`config.mk`:
```
export PLATFORM = sky130hd
export DESIGN_NAME = k16_cpu
export DESIGN_NICKNAME = d
export VERILOG_FILES = /design/src/source/k16_arch_pkg.sv /design/src/source/k16_bus_pkg.sv /design/src/source/k16_alu.sv /design/src/source/k16_cpu.sv /design/src/source/k16_decoder.sv /design/src/source/k16_register_file.sv /design/src/source/k16_sequencer.sv
export SDC_FILE = /design/constraint.sdc
export NUM_CORES = 1
export LEC_CHECK = 0
export BUFFER_PORTS_ARGS = -buffer_cell sky130_fd_sc_hd__clkbuf_2
export CORE_UTILIZATION = 30
export CTS_CLUSTER_DIAMETER = 150
export DETAILED_ROUTE_END_ITERATION = 10
export SYNTH_ARGS = -nofsm -noshare
export SYNTH_HDL_FRONTEND = slang
export SYNTH_HIERARCHICAL = 1
export SYNTH_SLANG_ARGS = --single-unit
```
`constraint.sdc`:
```
create_clock -name clk -period 6.3 [get_ports clk]
set_clock_uncertainty 0.2 [all_clocks]
set_input_delay 0.315 -clock clk [delete_from_list [all_inputs] [get_ports clk]]
set_output_delay 0.315 -clock clk [all_outputs]
set_load 0.05 [all_outputs]
```
`src/source/k16_arch_pkg.sv`:
```
`default_nettype none

package k16_arch_pkg;

  typedef logic [15:0] word_t;
  typedef logic [2:0]  reg_index_t;

  parameter reg_index_t SP_INDEX = 3'd6;
  parameter reg_index_t PC_INDEX = 3'd7;

  // Instruction groups in bits 15:13
  parameter logic [2:0] GRP_REG    = 3'b000;
  parameter logic [2:0] GRP_MISC   = 3'b001;
  parameter logic [2:0] GRP_BRANCH = 3'b010;
  parameter logic [2:0] GRP_IMM    = 3'b011;
  parameter logic [2:0] GRP_JUMP   = 3'b100;
  parameter logic [2:0] GRP_LOAD   = 3'b110;
  parameter logic [2:0] GRP_STORE  = 3'b111;

  // Low eight follow func4[2:0], byte loads follow 2'b10 and sub2
  typedef enum logic [3:0] {
    ALU_ADD, ALU_ADC, ALU_SUB, ALU_SBC,
    ALU_AND, ALU_OR, ALU_XOR, ALU_NOT,
    ALU_LDL, ALU_LDH, ALU_LDLZ, ALU_LDHZ
  } alu_op_t;

  typedef struct packed {
    word_t   operand1;
    word_t   operand2;
    alu_op_t alu_op;
    logic    carry_in;
  } alu_in_t;

  typedef struct packed {
    word_t result;
    logic  carry;
    logic  zero;
    logic  negative;
  } alu_out_t;

  typedef struct packed {
    logic carry;
    logic negative;
    logic zero;
  } flags_t;

  typedef struct packed {
    logic [2:0] group;
    reg_index_t dest;
    reg_index_t src1;
    reg_index_t src2;
    logic [3:0] func4;
  } reg_form_t;

  typedef struct packed {
    logic [2:0] group;
    reg_index_t dest;
    logic [1:0] sub2;
    logic [7:0] imm8;
  } imm_form_t;

  // dest doubles as the branch condition
  typedef struct packed {
    logic [2:0] group;
    reg_index_t dest;
    reg_index_t base;
    logic [6:0] off7;
  } mem_form_t;

  typedef struct packed {
    logic [2:0] group;
    reg_index_t base;
    logic [9:0] off10;
  } jump_form_t;

  typedef union packed {
    reg_form_t  reg_form;
    imm_form_t  imm_form;
    mem_form_t  mem_form;
    jump_form_t jump_form;
  } instr_t;

  typedef enum logic [3:0] {
    ACT_STORE, ACT_STORE_WITH_CARRY, ACT_COMPARE, ACT_JUMP, ACT_BRANCH,
    ACT_LOAD, ACT_STORE_MEM, ACT_SET_CARRY, ACT_HALT, ACT_NOP
  } action_t;

  typedef enum logic [1:0] {
    OP2_REG, OP2_IMM, OP2_ONE
  } operand2_sel_t;

  typedef struct packed {
    action_t       action;
    alu_op_t       alu_op;
    reg_index_t    dest;
    reg_index_t    src1;
    reg_index_t    src2;
    operand2_sel_t operand2_sel;
    word_t         imm;
    logic [2:0]    cond;
  } decode_t;

endpackage

`default_nettype wire

```
`src/source/k16_bus_pkg.sv`:
```
`default_nettype none

package k16_bus_pkg;

  typedef struct packed {
    k16_arch_pkg::word_t address;
    k16_arch_pkg::word_t wdata;
    logic                write;
  } mem_req_t;

  // Stack pointer starts just below the top of the 4K word memory
  parameter k16_arch_pkg::word_t DEFAULT_SP_RESET = 16'h0FFE;
  parameter k16_arch_pkg::word_t DEFAULT_PC_RESET = 16'h0000;

endpackage

`default_nettype wire

```
`src/source/k16_alu.sv`:
```
`timescale 1ns/1ps
`default_nettype none

module k16_alu (
  input  k16_arch_pkg::alu_in_t  alu_in,
  output k16_arch_pkg::alu_out_t alu_out
);
  import k16_arch_pkg::*;

  word_t       a;
  word_t       b;
  logic [16:0] sum;

  assign a = alu_in.operand1;
  assign b = alu_in.operand2;

  // Bit 16 is carry for additions and borrow for subtractions
  always_comb
  begin
    case (alu_in.alu_op)
      ALU_ADD:  sum = {1'b0, a} + {1'b0, b};
      ALU_ADC:  sum = {1'b0, a} + {1'b0, b} + {16'd0, alu_in.carry_in};
      ALU_SUB:  sum = {1'b0, a} - {1'b0, b};
      ALU_SBC:  sum = {1'b0, a} - {1'b0, b} - {16'd0, alu_in.carry_in};
      ALU_AND:  sum = {1'b0, a & b};
      ALU_OR:   sum = {1'b0, a | b};
      ALU_XOR:  sum = {1'b0, a ^ b};
      ALU_NOT:  sum = {1'b0, ~a};
      ALU_LDL:  sum = {1'b0, a[15:8], b[7:0]};
      ALU_LDH:  sum = {1'b0, b[7:0], a[7:0]};
      ALU_LDLZ: sum = {9'd0, b[7:0]};
      ALU_LDHZ: sum = {1'b0, b[7:0], 8'd0};
      default:  sum = '0;
    endcase
  end

  assign alu_out.result   = sum[15:0];
  assign alu_out.carry    = sum[16];
  assign alu_out.zero     = (sum[15:0] == 16'd0);
  assign alu_out.negative = sum[15];

endmodule

`default_nettype wire

```
`src/source/k16_cpu.sv`:
```
`timescale 1ns/1ps
`default_nettype none

module k16_cpu #(
  parameter k16_arch_pkg::word_t sp_reset = k16_bus_pkg::DEFAULT_SP_RESET,
  parameter k16_arch_pkg::word_t pc_reset = k16_bus_pkg::DEFAULT_PC_RESET
) (
  input  logic                  clk,
  input  logic                  reset,
  output k16_bus_pkg::mem_req_t mem,
  input  k16_arch_pkg::word_t   data_in,
  output logic                  halted
);
  import k16_arch_pkg::*;

  decode_t    decode;
  instr_t     instr;
  word_t      rd_a;
  word_t      rd_b;
  word_t      pc;
  reg_index_t rd_a_index;
  reg_index_t rd_b_index;
  logic       wr_en;
  reg_index_t wr_index;
  word_t      wr_data;
  alu_in_t    alu_in;
  alu_out_t   alu_out;

  k16_sequencer k16_sequencer_i (
    .clk        (clk),
    .reset      (reset),
    .decode     (decode),
    .instr      (instr),
    .rd_a       (rd_a),
    .rd_b       (rd_b),
    .pc         (pc),
    .rd_a_index (rd_a_index),
    .rd_b_index (rd_b_index),
    .wr_en      (wr_en),
    .wr_index   (wr_index),
    .wr_data    (wr_data),
    .alu_in     (alu_in),
    .alu_out    (alu_out),
    .data_in    (data_in),
    .mem        (mem),
    .halted     (halted)
  );

  k16_decoder k16_decoder_i (
    .instr  (instr),
    .decode (decode)
  );

  k16_register_file #(
    .sp_reset (sp_reset),
    .pc_reset (pc_reset)
  ) k16_register_file_i (
    .clk        (clk),
    .reset      (reset),
    .rd_a_index (rd_a_index),
    .rd_b_index (rd_b_index),
    .rd_a       (rd_a),
    .rd_b       (rd_b),
    .pc         (pc),
    .wr_en      (wr_en),
    .wr_index   (wr_index),
    .wr_data    (wr_data)
  );

  k16_alu k16_alu_i (
    .alu_in  (alu_in),
    .alu_out (alu_out)
  );

endmodule

`default_nettype wire

```
`src/source/k16_decoder.sv`:
```
`timescale 1ns/1ps
`default_nettype none

module k16_decoder (
  input  k16_arch_pkg::instr_t  instr,
  output k16_arch_pkg::decode_t decode
);
  import k16_arch_pkg::*;

  word_t off7_ext;
  word_t off10_ext;

  assign off7_ext  = {{9{instr.mem_form.off7[6]}}, instr.mem_form.off7};
  assign off10_ext = {{6{instr.jump_form.off10[9]}}, instr.jump_form.off10};

  always_comb
  begin
    decode.action       = ACT_NOP;
    decode.alu_op       = ALU_ADD;
    decode.dest         = instr.reg_form.dest;
    decode.src1         = instr.reg_form.src1;
    decode.src2         = instr.reg_form.src2;
    decode.operand2_sel = OP2_REG;
    decode.imm          = '0;
    decode.cond         = instr.mem_form.dest;
    case (instr.reg_form.group)
      GRP_REG:
      begin
        casez (instr.reg_form.func4)
          4'b00??:
          begin
            decode.action = ACT_STORE_WITH_CARRY;
            decode.alu_op = alu_op_t'({1'b0, instr.reg_form.func4[2:0]});
          end
          4'b01??:
          begin
            decode.action = ACT_STORE;
            decode.alu_op = alu_op_t'({1'b0, instr.reg_form.func4[2:0]});
          end
          4'b1100:
          begin
            decode.action       = ACT_STORE;
            decode.operand2_sel = OP2_ONE;
          end
          4'b1110:
          begin
            decode.action = ACT_COMPARE;
            decode.alu_op = ALU_SUB;
          end
          4'b1111:
          begin
            decode.action       = ACT_STORE;
            decode.alu_op       = ALU_SUB;
            decode.operand2_sel = OP2_ONE;
          end
          default: decode.action = ACT_NOP;
        endcase
      end
      GRP_MISC:
      begin
        // Only CLC and SEC remain here, bit 0 is the new carry
        if (instr.reg_form.func4[3:1] == 3'b100)
        begin
          decode.action = ACT_SET_CARRY;
          decode.imm    = {15'd0, instr.reg_form.func4[0]};
        end
      end
      GRP_BRANCH:
      begin
        decode.action       = ACT_BRANCH;
        decode.src1         = instr.mem_form.base;
        decode.operand2_sel = OP2_IMM;
        decode.imm          = off7_ext;
      end
      GRP_IMM:
      begin
        decode.action       = ACT_STORE;
        decode.alu_op       = alu_op_t'({2'b10, instr.imm_form.sub2});
        decode.dest         = instr.imm_form.dest;
        decode.src1         = instr.imm_form.dest;
        decode.operand2_sel = OP2_IMM;
        decode.imm          = {8'd0, instr.imm_form.imm8};
      end
      GRP_JUMP:
      begin
        if ({instr.jump_form.base, instr.jump_form.off10} == 13'h1FFF)
        begin
          decode.action = ACT_HALT;
        end
        else
        begin
          decode.action       = ACT_JUMP;
          decode.src1         = instr.jump_form.base;
          decode.operand2_sel = OP2_IMM;
          decode.imm          = off10_ext;
        end
      end
      GRP_LOAD, GRP_STORE:
      begin
        decode.action       = (instr.mem_form.group == GRP_LOAD) ? ACT_LOAD : ACT_STORE_MEM;
        decode.dest         = instr.mem_form.dest;
        decode.src1         = instr.mem_form.base;
        decode.src2         = instr.mem_form.dest;
        decode.operand2_sel = OP2_IMM;
        decode.imm          = off7_ext;
      end
      default: decode.action = ACT_NOP;
    endcase
  end

endmodule

`default_nettype wire

```
`src/source/k16_register_file.sv`:
```
`timescale 1ns/1ps
`default_nettype none

module k16_register_file #(
  parameter k16_arch_pkg::word_t sp_reset = k16_bus_pkg::DEFAULT_SP_RESET,
  parameter k16_arch_pkg::word_t pc_reset = k16_bus_pkg::DEFAULT_PC_RESET
) (
  input  logic                     clk,
  input  logic                     reset,
  input  k16_arch_pkg::reg_index_t rd_a_index,
  input  k16_arch_pkg::reg_index_t rd_b_index,
  output k16_arch_pkg::word_t      rd_a,
  output k16_arch_pkg::word_t      rd_b,
  output k16_arch_pkg::word_t      pc,
  input  logic                     wr_en,
  input  k16_arch_pkg::reg_index_t wr_index,
  input  k16_arch_pkg::word_t      wr_data
);
  import k16_arch_pkg::*;

  word_t regs [0:7];

  always_ff @(posedge clk)
  begin
    if (reset)
    begin
      for (int i = 0; i < SP_INDEX; i++)
      begin
        regs[i] <= '0;
      end
      regs[SP_INDEX] <= sp_reset;
      regs[PC_INDEX] <= pc_reset;
    end
    else if (wr_en)
    begin
      regs[wr_index] <= wr_data;
    end
  end

  assign rd_a = regs[rd_a_index];
  assign rd_b = regs[rd_b_index];
  // Dedicated fetch port
  assign pc   = regs[PC_INDEX];

endmodule

`default_nettype wire

```
`src/source/k16_sequencer.sv`:
```
`timescale 1ns/1ps
`default_nettype none

module k16_sequencer (
  input  logic                     clk,
  input  logic                     reset,
  input  k16_arch_pkg::decode_t    decode,
  output k16_arch_pkg::instr_t     instr,
  input  k16_arch_pkg::word_t      rd_a,
  input  k16_arch_pkg::word_t      rd_b,
  input  k16_arch_pkg::word_t      pc,
  output k16_arch_pkg::reg_index_t rd_a_index,
  output k16_arch_pkg::reg_index_t rd_b_index,
  output logic                     wr_en,
  output k16_arch_pkg::reg_index_t wr_index,
  output k16_arch_pkg::word_t      wr_data,
  output k16_arch_pkg::alu_in_t    alu_in,
  input  k16_arch_pkg::alu_out_t   alu_out,
  input  k16_arch_pkg::word_t      data_in,
  output k16_bus_pkg::mem_req_t    mem,
  output logic                     halted
);
  import k16_arch_pkg::*;

  typedef enum logic [2:0] {
    ST_FETCH, ST_WAIT, ST_DECODE, ST_EXECUTE,
    ST_LD_WAIT, ST_LD_READ, ST_STO_WAIT, ST_HALT
  } state_t;

  state_t state;
  flags_t flags;
  word_t  fetch_address;
  logic   branch_taken;
  logic   data_access;

  always_ff @(posedge clk)
  begin
    if (reset)
    begin
      state <= ST_FETCH;
      flags <= '0;
    end
    else
    begin
      case (state)
        ST_FETCH:  state <= ST_WAIT;
        ST_WAIT:   state <= ST_DECODE;
        ST_DECODE: state <= ST_EXECUTE;
        ST_EXECUTE:
        begin
          state <= ST_FETCH;
          case (decode.action)
            ACT_STORE_WITH_CARRY, ACT_COMPARE:
            begin
              flags.carry    <= alu_out.carry;
              flags.zero     <= alu_out.zero;
              flags.negative <= alu_out.negative;
            end
            ACT_STORE:
            begin
              flags.zero     <= alu_out.zero;
              flags.negative <= alu_out.negative;
            end
            ACT_SET_CARRY: flags.carry <= decode.imm[0];
            ACT_LOAD:      state <= ST_LD_WAIT;
            ACT_STORE_MEM: state <= ST_STO_WAIT;
            ACT_HALT:      state <= ST_HALT;
            default:       state <= ST_FETCH;
          endcase
        end
        ST_LD_WAIT: state <= ST_LD_READ;
        ST_LD_READ:
        begin
          flags.zero     <= (data_in == 16'd0);
          flags.negative <= data_in[15];
          state          <= ST_FETCH;
        end
        ST_STO_WAIT: state <= ST_FETCH;
        ST_HALT:     state <= ST_HALT;
        default:     state <= ST_FETCH;
      endcase
    end
  end

  // Hold the fetch address while pc moves on in WAIT
  always_ff @(posedge clk)
  begin
    if (state == ST_FETCH)
    begin
      fetch_address <= pc;
    end
    if (state == ST_DECODE)
    begin
      instr <= data_in;
    end
  end

  // Overflow conditions are never taken
  always_comb
  begin
    case (decode.cond)
      3'd0:    branch_taken = flags.carry;
      3'd1:    branch_taken = !flags.carry;
      3'd2:    branch_taken = flags.zero;
      3'd3:    branch_taken = !flags.zero;
      3'd4:    branch_taken = flags.negative;
      3'd5:    branch_taken = !flags.negative;
      default: branch_taken = 1'b0;
    endcase
  end

  assign rd_a_index = decode.src1;
  assign rd_b_index = decode.src2;

  always_comb
  begin
    alu_in.alu_op   = decode.alu_op;
    alu_in.carry_in = flags.carry;
    alu_in.operand1 = rd_a;
    case (decode.operand2_sel)
      OP2_IMM: alu_in.operand2 = decode.imm;
      OP2_ONE: alu_in.operand2 = 16'd1;
      default: alu_in.operand2 = rd_b;
    endcase
    // Program counter increment
    if (state == ST_WAIT)
    begin
      alu_in.alu_op   = ALU_ADD;
      alu_in.operand1 = pc;
      alu_in.operand2 = 16'd1;
    end
  end

  always_comb
  begin
    wr_en    = 1'b0;
    wr_index = decode.dest;
    wr_data  = alu_out.result;
    case (state)
      ST_WAIT:
      begin
        wr_en    = 1'b1;
        wr_index = PC_INDEX;
      end
      ST_EXECUTE:
      begin
        case (decode.action)
          ACT_STORE, ACT_STORE_WITH_CARRY: wr_en = 1'b1;
          ACT_JUMP:
          begin
            wr_en    = 1'b1;
            wr_index = PC_INDEX;
          end
          ACT_BRANCH:
          begin
            wr_en    = branch_taken;
            wr_index = PC_INDEX;
          end
          default: wr_en = 1'b0;
        endcase
      end
      ST_LD_READ:
      begin
        wr_en   = 1'b1;
        wr_data = data_in;
      end
      default: wr_en = 1'b0;
    endcase
  end

  // Base plus offset stays on the ALU output for the whole load
  assign data_access = (state == ST_EXECUTE &&
                        (decode.action == ACT_LOAD || decode.action == ACT_STORE_MEM)) ||
                       state == ST_LD_WAIT || state == ST_LD_READ;

  assign mem.address = (state == ST_FETCH) ? pc :
                       (data_access ? alu_out.result : fetch_address);
  assign mem.wdata   = rd_b;
  assign mem.write   = (state == ST_EXECUTE) && (decode.action == ACT_STORE_MEM);

  assign halted = (state == ST_HALT);

endmodule

`default_nettype wire

```
==> impl_metrics.yaml, run 1 <==
setup_path:
  cp_slowest_cell: "or4_4"
  path_cells: "nand4_1 > or4_4 > a31o_4 > mux2_4 > buf_12 > buf_12 > mux4_2 > mux2_4 > mux2_4 > inv_4 > ha_4 > buf_8 > a21oi_4 > o21ai_1 > and2_4 > o31a_1 > or3_4 > and3_4 > nor4b_4 > xor2_2 > o21ai_4 > a221o_2 > buf_12"
  reg2reg_slack_ns: -0.68
  critPathKind: "flop to primary output"
  crit_fanout: 7
  crit_buf_inv: 5
  cpPeakStageDelay_ns: 0.55
  crit_family: "simple AND/OR/NAND/NOR gates"
  required_ns: 5.78
  start_kind: "flop"
  end_kind: "primary output"
  arrival_ns: 6.53
sta:
  rsz0062_at_grt: "true"
  maxClockFrequency_mhz: 142
  finalHoldViolCount: 0
  worst_pin_slew_ns: 1.29
  period_needed_ns: 7.04
  fin_crit_sh_pct: 112
  setup_viol: 75
  setup-tns-final_ns: -19.07
  fin_ws_ns: -0.743
  slew_viol_final: 0
  slew_headroom_pct: 13.8
  whs_ns: 0.0276
yosys:
  synth.top_cell.area_share_pct: 32.9
  ys.flop_type: "edfxtp_1"
  synth_commonest_cells: "edfxtp_1 (160), nor3_1 (149), nor2_1 (82)"
  synth.area.top_cells: "edfxtp_1 (33%), mux4_1 (11%), mux2_2 (5.3%)"
  synth-seq-area-share_pct: 33.7
  synth_area_leader_cell: "edfxtp_1"
  muxShareOfSynthArea_pct: 17.9
  syn_area_um2: 14600
  synth-xor-area-share_pct: 2.63
  synthAdderAreaFrac_pct: 4.89
  syn_nets: 1507
  ys_ff_latch: 166
  synth_most_common_cell: "edfxtp_1"
  async_flop_share_pct: 0
  yosys.area_share.simple_pct: 17.7
  synth.avg_cell_area_um2: 10.2
  netlist_instances: 1433
  synth-edff-count: 160
  yosys.cell_types.count: 100
  yosys_warnings: 6
  synth_top_family_by_area: "multiplexers"
  synth-compound-area-share_pct: 15.5
drt:
  drtIter0Drc: 1053
  routed_wl_um: 52700
  met1_length_um: 21400
  drc: 0
  dr_wl_met3_um: 2740
  routed-wl-met2_um: 26100
  drt-pass1-iter-count: 6
  wire_per_inst_um: 22.3
  avgViaCountPerCell: 5.60
  ant_nets: 0
  top_layer_used: "met4"
  vias: 13300
pwr:
  max-vdd-ir-drop_mv: 0.199
  power_leakage_nw: 7.73
  powerDensity_nw_per_um2: 257
global_routing:
  antenna_found_initial: 0
  grt_pass1_wl_um: 79100
  grt_max_degree: 68
  grt_overflow: 0
  grt_pass1_vias: 13000
  grt_use_total_pct: 20.8
floorplan:
  die_area_um2: 49600
  initial_core_util_pct: 30.5
  die_h_um: 223
  io_pins: 52
  row_count: 80
  die_w_um: 223
  core_area_um2: 47900
final_layout:
  nNetsFinal: 1814
  syn_to_final_growth_pct: 39.7
  antennaDiodeCount: 0
  instances_no_fill: 2368
  drive_above_1_share_pct: 46.7
  nFillCells: 4445
worst_hold_path:
  holdCritPathClass: "input port to flop"
placement:
  port_buffers: 51
  gp_congestion: 0.994
  numPlacedInstances: 2257
  dp_hpwl_um: 39300
clocking:
  cts_made_buffers: 17
  path_clk_slew_ns: 0.07
  clockBufferDepth: 2
  cts_tree: "yes"
  clkSinkCount: 166
  htreeDepth: 4
  cts_root_buf: "clkbuf_16"
  insertion_delay_ns: 0.45
run:
  drv_cap: 0
outcome:
  status: "finished with violations"
  failed_checks: "setup timing"
[through the flow]
stage / power [W] / area [µm²] / util (%) / worst slack, ns
global placement: 0.00350 / 17400 / 36.4 / -0.727
CTS: 0.00497 / 19600 / 40.9 / -0.726
floorplan: 0.00260 / 14800 / - / -0.266
detailed placement: 0.00352 / 17400 / 36.4 / -0.712
finish: 0.00525 / 20400 / 42.6 / -0.743
global route: 0.00547 / 20400 / 42.6 / -0.959
[area by class of cell]
class                   count  area (µm²)  share of cell area [%]
flip-flops and latches    166        4920                    24.1
repair buffers            436        3680                    18.0
clock buffers              21         440                    2.16
clock inverters            11         150                   0.735
inverters                  77         355                    1.74
well taps                 615         769                    3.77
multi-input cells        1042       10100                    49.5
[worst reg2reg max path, stage by stage, from the launching register on]
cell      delay [ns]
edfxtp_1        0.36
nand4_1         0.10
or4_4           0.55
a31o_4          0.24
mux2_4          0.38
buf_12          0.17
buf_12          0.14
mux4_2          0.44
mux2_4          0.29
mux2_4          0.31
inv_4           0.07
ha_4            0.20
buf_8           0.15
or3b_4          0.40
nand3_4         0.08
a311oi_4        0.04
or4_4           0.57
buf_6           0.14
xor2_1          0.13
a221o_1         0.37
or4b_1          0.53
or4_4           0.45
nor4_4          0.22
nand2_1         0.11
a311oi_2        0.26
[cells in the final DEF (no fill, tap or decap), types with 18 or more instances in the layout]
cell type / n
edfxtp_1: 160
buf_4: 312
nand3_1: 18
mux2_2: 47
o21ai_0: 37
mux4_2: 20
xnor2_1: 20
ha_4: 21
a22oi_1: 20
inv_1: 49
or3_1: 18
ha_1: 24
nor3_1: 85
buf_6: 46
nor3_2: 59
a21oi_1: 49
nor2_1: 76
mux2_4: 24
nand2b_1: 18
nand2_1: 58
and2_1: 21
mux4_1: 44
clkbuf_2: 36
[report_power, final]
part,internal [W],switching [W],leakage (nW)
logic,0.00134,0.00155,5.80
clock network,0.000625,0.000432,0.282
registers,0.00127,0.0000339,1.65
[worst paths after layout]
kind / start / to / cells past startpoint
setup / recovery: k16_sequencer_i/instr[4] / mem[32] / 23
hold / removal: data_in[10] / k16_sequencer_i/instr[10] / 1
setup reg to reg: k16_sequencer_i/instr[4] / k16_sequencer_i/flags[0] / 24
hold reg to reg: k16_register_file_i/regs[7][10] / k16_sequencer_i/fetch_address[10] / 0
[cells by family (layout without fill, tap and decap cells)]
group,Yosys count,count (layout)
buffers and inverters,225,545
AND/OR/NAND/NOR,484,484
adder cells (fa/ha/maj),56,56
XOR/XNOR,43,43
multiplexers,148,148
flip-flops,166,166
AO/OA/AOI/OAI,311,311
[sequential cells by signal, indices dropped and copies added (netlist names)]
name,count
k16_sequencer_i/flags,2
k16_sequencer_i/instr,16
k16_sequencer_i/state,3
k16_register_file_i/regs,128
k16_sequencer_i/fetch_address,16
k16_sequencer_i/alu_in,1
[per-layer routing]
metal | vias up | global-route usage [%]
met1 | 6589 | 25.9
li1 | 6099 | -
met2 | 460 | 35.6
met3 | 105 | 2.64
met4 | 0 | 9.94
met5 | - | 0
[what timing repair did]
| action | 4_1_cts | 5_1_grt |
|---|---|---|
| gates cloned | 2 | 0 |
| pin swaps | 87 | 78 |
| setup buffers | 37 | 28 |
| resized for setup | 271 | 147 |
| endpoints found under the setup margin | 90 | 99 |
| hold buffers | 14 | 0 |
| endpoints found under the hold margin | 14 | 0 |
No activity file was read; power rests on OpenSTA's default activity.
==> run 2: changes to the inputs <==
--- a/config.mk
+++ b/config.mk
@@ -6,9 +6,10 @@
 export NUM_CORES = 1
 export LEC_CHECK = 0
 export BUFFER_PORTS_ARGS = -buffer_cell sky130_fd_sc_hd__clkbuf_2
-export CORE_UTILIZATION = 30
+export CORE_UTILIZATION = 58
 export CTS_CLUSTER_DIAMETER = 150
 export DETAILED_ROUTE_END_ITERATION = 10
+export PLACE_DENSITY = 0.78
 export SYNTH_ARGS = -nofsm -noshare
 export SYNTH_HDL_FRONTEND = slang
 export SYNTH_HIERARCHICAL = 1
==> impl_metrics.yaml, run 2 (synthesized netlist as in run 1, its figures left out) <==
drt:
  drc: 0
  vias: 14300
  drtIter0Drc: 1933
  avgViaCountPerCell: 7.01
  wire_per_inst_um: 27.1
  routed_wl_um: 55200
  ant_nets: 0
  drt-pass1-iter-count: 6
clocking:
  cts_root_buf: "clkbuf_16"
  cts_made_buffers: 17
  clockBufferDepth: 2
  clkSinkCount: 166
  path_clk_slew_ns: 0.07
  htreeDepth: 4
  insertion_delay_ns: 0.44
  cts_tree: "yes"
sta:
  finalHoldViolCount: 0
  slew_headroom_pct: 1.64
  maxClockFrequency_mhz: 142
  worst_pin_slew_ns: 1.47
  setup-tns-final_ns: -19.42
  fin_ws_ns: -0.740
  period_needed_ns: 7.04
  setup_viol: 96
  fin_crit_sh_pct: 112
  rsz0062_at_grt: "true"
  slew_viol_final: 0
placement:
  dpl_cell_area_um2: 16700
  dp_hpwl_um: 36500
  pre_cts_slack_ns: -0.496
  port_buffers: 51
  gp_congestion: 1.03
global_routing:
  use_met1_pct: 51.4
  grt_pass1_wl_um: 79600
  grt-busiest-layer: "met2"
  use_met3_pct: 6.59
  antenna_found_initial: 2
  gr-usage-met2_pct: 66.6
  grt_use_total_pct: 40.7
  grt_max_degree: 69
  grt_overflow: 0
  grt_pass1_vias: 13500
setup_path:
  arrival_ns: 6.52
  startpoint: "k16_sequencer_i/instr[1]"
  worstReg2RegStart: "k16_sequencer_i/instr[1]"
  crit_fanout: 8
  critPathKind: "flop to primary output"
  start_kind: "flop"
  end_kind: "primary output"
  required_ns: 5.78
final_layout:
  largest-register: "k16_register_file_i/regs"
  drive_above_1_share_pct: 44.9
  reg_top3: "k16_register_file_i/regs x128, k16_sequencer_i/fetch_address x16, k16_sequencer_i/instr x16"
  final_cell_mix: "buf_4 (282), edfxtp_1 (160), nor3_1 (92)"
  fin_util_pct: 79.7
  nFillCells: 1435
  syn_to_final_growth_pct: 33.8
  final_area_um2: 19600
  nNetsFinal: 1774
  largest_register_ffs: 128
  final_common_cell: "buf_4"
worst_hold_path:
  worstHoldStart: "reset"
  holdCritPathClass: "input port to flop"
floorplan:
  die_h_um: 161
  initial_core_util_pct: 59.6
  core_area_um2: 24500
  die_area_um2: 25900
  io_pins: 52
  row_count: 57
  die_w_um: 161
pwr:
  powerDensity_nw_per_um2: 266
  power_leakage_nw: 7.58
  max-vdd-ir-drop_mv: 0.218
  power_w: 0.00521
run:
  drv_cap: 1
outcome:
  failed_checks: "capacitance limit, setup timing"
  status: "finished with violations"
## run 2: changes by cell type in the layout (fill, tap and decap cells not counted), moves of 5 or more
| cell | previous run | this run |
|---|---|---|
| nor3_4 | 6 | 16 |
| ha_1 | 24 | 30 |
| mux2_2 | 47 | 42 |
| mux4_2 | 20 | 25 |
| buf_4 | 312 | 282 |
| buf_6 | 46 | 41 |
| nor3_2 | 59 | 42 |
| inv_8 | 1 | 7 |
| mux4_1 | 44 | 39 |
| nor3_1 | 85 | 92 |
| mux2_4 | 24 | 29 |
## run 2: final timing paths
path,endpoint,slack [ns],cells after the start
worst max-delay path,mem[31],-0.74,21
worst min-delay path,k16_sequencer_i/flags[0],0.24,2
worst max register to register,k16_sequencer_i/flags[0],-0.55,25
worst min register to register,k16_sequencer_i/flags[1],0.34,2
## run 2: cell type report
type | instances | area, µm² | share of cell area [%]
Clock buffer | 17 | 425 | 2.17
Tap cell | 324 | 405 | 2.07
Timing Repair Buffer | 396 | 3280 | 16.8
Clock inverter | 15 | 140 | 0.716
Sequential cell | 166 | 4920 | 25.2
Antenna cell | 1 | 2.50 | 0.0128
Multi-Input combinational cell | 1042 | 10000 | 51.2
Inverter | 77 | 367 | 1.87
## run 2: where the power goes
part	switching, W	leakage [nW]	internal, W	total, W
Clock	0.000503	0.279	0.000525	0.00103
Combinational	0.00157	5.65	0.00129	0.00287
Sequential	0.0000444	1.65	0.00127	0.00132
## run 2: critical path, stage by stage, from the launching register on
cell	delay [ns]
edfxtp_1	0.35
nand4_1	0.12
or4_4	0.54
a31o_4	0.25
mux2_4	0.34
buf_6	0.16
mux4_2	0.52
mux2_2	0.29
mux2_4	0.32
inv_4	0.07
ha_4	0.18
nand2b_1	0.15
a21oi_1	0.49
o21ai_0	0.23
a211o_1	0.31
nand4b_1	0.26
a311oi_2	0.33
mux2i_1	0.28
o2111ai_2	0.15
a21o_1	0.21
a221o_2	0.38
buf_8	0.16
## run 2: metal layers
metal | vias to the layer above | part of all wire, %
met5 | - | 0.031
met4 | 2 | 6.8
met3 | 284 | 10
met2 | 1109 | 47
met1 | 6849 | 36
li1 | 6038 | -
## run 2: what timing repair did
item | 4_1_cts | 5_1_grt
hold endpoints to repair | 16 | 0
gates resized for setup | 223 | 190
pin swaps | 77 | 101
setup buffers | 45 | 29
hold buffers | 16 | 0
setup endpoints to repair | 87 | 98
gates cloned | 1 | 0
## run 2: stage by stage
stage / hold slack, ns / instances
6_report: 0.241 / 2038
2_1_floorplan: 0.183 / 1433
3_3_place_gp: 0.290 / 1919
4_1_cts: 0.193 / 2012
3_5_place_dp: 0.310 / 1919
5_1_grt: 0.226 / 2037
==> run 3: changes to the inputs <==
--- a/config.mk
+++ b/config.mk
@@ -6,10 +6,10 @@
 export NUM_CORES = 1
 export LEC_CHECK = 0
 export BUFFER_PORTS_ARGS = -buffer_cell sky130_fd_sc_hd__clkbuf_2
-export CORE_UTILIZATION = 58
+export CORE_UTILIZATION = 63
 export CTS_CLUSTER_DIAMETER = 150
 export DETAILED_ROUTE_END_ITERATION = 10
-export PLACE_DENSITY = 0.78
+export PLACE_DENSITY = 0.77
 export SYNTH_ARGS = -nofsm -noshare
 export SYNTH_HDL_FRONTEND = slang
 export SYNTH_HIERARCHICAL = 1
==> constraint.sdc (replaced) <==
create_clock -name clk -period 7.6 [get_ports clk]
set_clock_uncertainty 0.2 [all_clocks]
set_input_delay 0.38 -clock clk [delete_from_list [all_inputs] [get_ports clk]]
set_output_delay 0.38 -clock clk [all_outputs]
set_load 0.05 [all_outputs]
==> impl_metrics.yaml, run 3 (synthesized netlist as in run 1, its figures left out) <==
outcome:
  status: "completed"
drt:
  drc: 0
  vias: 12500
  drt-pass1-iter-count: 6
  drtIter0Drc: 1678
  routed_wl_um: 46400
  ant_nets: 0
  avgViaCountPerCell: 7.21
  wire_per_inst_um: 26.7
sta:
  rsz0062_at_grt: "true"
  finalHoldViolCount: 0
  setup_viol: 0
  period_needed_ns: 7.53
  slew_headroom_pct: 23.1
  fin_crit_sh_pct: 99.1
  setup-tns-final_ns: 0
  maxClockFrequency_mhz: 133
  slew_viol_final: 0
  worst_pin_slew_ns: 1.15
  fin_ws_ns: 0.0715
pwr:
  sw_frac_of_total_pct: 41.4
  p_clk_share_pct: 25.4
  intPower_w: 0.00202
  powerDensity_nw_per_um2: 218
  pwr-share-seq_pct: 31.3
  max-vdd-ir-drop_mv: 0.149
  power_leakage_nw: 5.90
  p_switching_w: 0.00143
  combinationalPowerShare_pct: 43.2
setup_path:
  path_cells: "nand3_1 > or4_4 > a31o_4 > mux2_4 > mux4_1 > mux2_2 > mux2_2 > inv_1 > ha_1 > a21o_1 > a21oi_2 > xnor2_1 > or3_4 > or4_4 > a311oi_2 > mux2i_1 > o2111ai_1 > a21o_1 > a221o_1 > buf_2"
  reg2reg_depth: 21
  path_depth: 20
  start_kind: "flop"
  critPathKind: "flop to primary output"
  end_kind: "primary output"
  reg2reg_slack_ns: 0.25
  cp_slowest_cell: "or4_4"
  crit_fanout: 5
  cpPeakStageDelay_ns: 0.57
  arrival_ns: 6.95
  crit_buf_inv: 2
  crit_family: "compound AO/OA/AOI/OAI gates"
  required_ns: 7.02
global_routing:
  grt_pass1_wl_um: 69900
  grt_max_degree: 64
  grt_pass1_vias: 11700
  antenna_found_initial: 0
  grt_overflow: 0
  grt_use_total_pct: 39.3
final_layout:
  syn_to_final_growth_pct: 7.83
  largest-register: "k16_register_file_i/regs"
  final_cell_mix: "edfxtp_1 (160), nor3_1 (147), nor2_1 (80)"
  antennaDiodeCount: 0
  largest_register_ffs: 128
  nNetsFinal: 1512
  final_common_cell: "edfxtp_1"
  drive_above_1_share_pct: 20.1
  reg_top3: "k16_register_file_i/regs x128, k16_sequencer_i/fetch_address x16, k16_sequencer_i/instr x16"
floorplan:
  die_w_um: 154
  die_area_um2: 23800
  die_h_um: 154
  initial_core_util_pct: 64.4
  core_area_um2: 22700
  io_pins: 52
  row_count: 55
worst_hold_path:
  hold_path_depth: 1
  holdCritPathClass: "input port to flop"
clocking:
  htreeDepth: 4
  clkSinkCount: 166
  cts_tree: "yes"
  insertion_delay_ns: 0.44
  cts_made_buffers: 17
  clockBufferDepth: 2
  path_clk_slew_ns: 0.07
  cts_root_buf: "clkbuf_16"
run:
  drv_cap: 0
placement:
  gp_congestion: 1.02
  dp_hpwl_um: 33300
  port_buffers: 51
  pre_cts_slack_ns: 0.222
run 3: cell count changes in the layout (fill, tap and decap cells not counted), sizes merged:
cell | previous run | this run
buf | 344 | 79
clkbuf | 53 | 66
dlygate4sd3 | 16 | 4
clkinvlp | 7 | 0
inv | 77 | 82
clkinv | 8 | 10
mux2 | 72 | 74
diode | 1 | 0
run 3: per-layer routing:
| metal | GRT usage (%) | share of wire [%] |
|---|---|---|
| met5 | 0 | 0 |
| met4 | 19.6 | 5.1 |
| met3 | 7.20 | 10 |
| met2 | 62.3 | 46 |
| met1 | 52.3 | 39 |
run 3: path summary, 6_finish.rpt:
kind                                        start                                end
setup / recovery        k16_sequencer_i/instr[12]                            mem[31]
hold / removal                         data_in[9]           k16_sequencer_i/instr[9]
setup reg to reg        k16_sequencer_i/instr[12]           k16_sequencer_i/flags[0]
hold reg to reg   k16_register_file_i/regs[7][11]  k16_sequencer_i/fetch_address[11]
run 3: stage by stage:
| stage | hold WS [ns] | util, % | cell area [µm²] | cells | total power, W |
|---|---|---|---|---|---|
| finish | 0.0157 | 69.4 | 15800 | 1736 | 0.00344 |
| global route | 0.00168 | 69.4 | 15800 | 1736 | 0.00356 |
| CTS | 0.00450 | 68.7 | 15600 | 1724 | 0.00338 |
| detailed placement | 0.291 | 65.7 | 14900 | 1685 | 0.00250 |
| global placement | 0.286 | 65.7 | 14900 | 1685 | 0.00248 |
| floorplan | 0.248 | - | 14600 | 1433 | 0.00212 |
run 3: cell type report:
type / instances / area [µm²]
sequential: 166 / 4920
fill: 1708 / 6940
clock buffer: 17 / 425
tap: 285 / 357
clock inverter: 15 / 151
multi-input combinational: 1044 / 8720
inverter: 77 / 289
timing repair buffer: 132 / 901
run 3: worst register-to-register path, cell delays in order, from the launching register on:
cell and delay [ns]:
edfxtp_1 0.42, nand3_1 0.11, or4_4 0.57, a31o_4 0.31
mux2_4 0.30, mux4_1 0.55, mux2_2 0.28, mux2_2 0.34
inv_1 0.10, ha_1 0.42, xnor2_2 0.24, and3_1 0.21
and2_1 0.16, or3_1 0.31, a31oi_1 0.26, o311ai_0 0.31
nor4_1 0.54, or4b_1 0.47, or4_1 0.49, nor4_2 0.27
nand2_1 0.11, a311oi_2 0.29
run 3: power groups by stage:
stage	Combinational [W]	Sequential, W	Clock [W]
6_report	0.00149	0.00108	0.000876
5_1_grt	0.00158	0.00108	0.000902
4_1_cts	0.00142	0.00108	0.000879
3_5_place_dp	0.00140	0.00110	0
3_3_place_gp	0.00139	0.00110	0
2_1_floorplan	0.00103	0.00109	0
run 3: timing repair:
action,CTS,global route
setup buffers,1,12
hold buffers,4,0
pin swaps,1,0
setup endpoints to repair,3,8
gates resized for setup,6,23
gates cloned,2,0
endpoints found under the hold margin,4,0
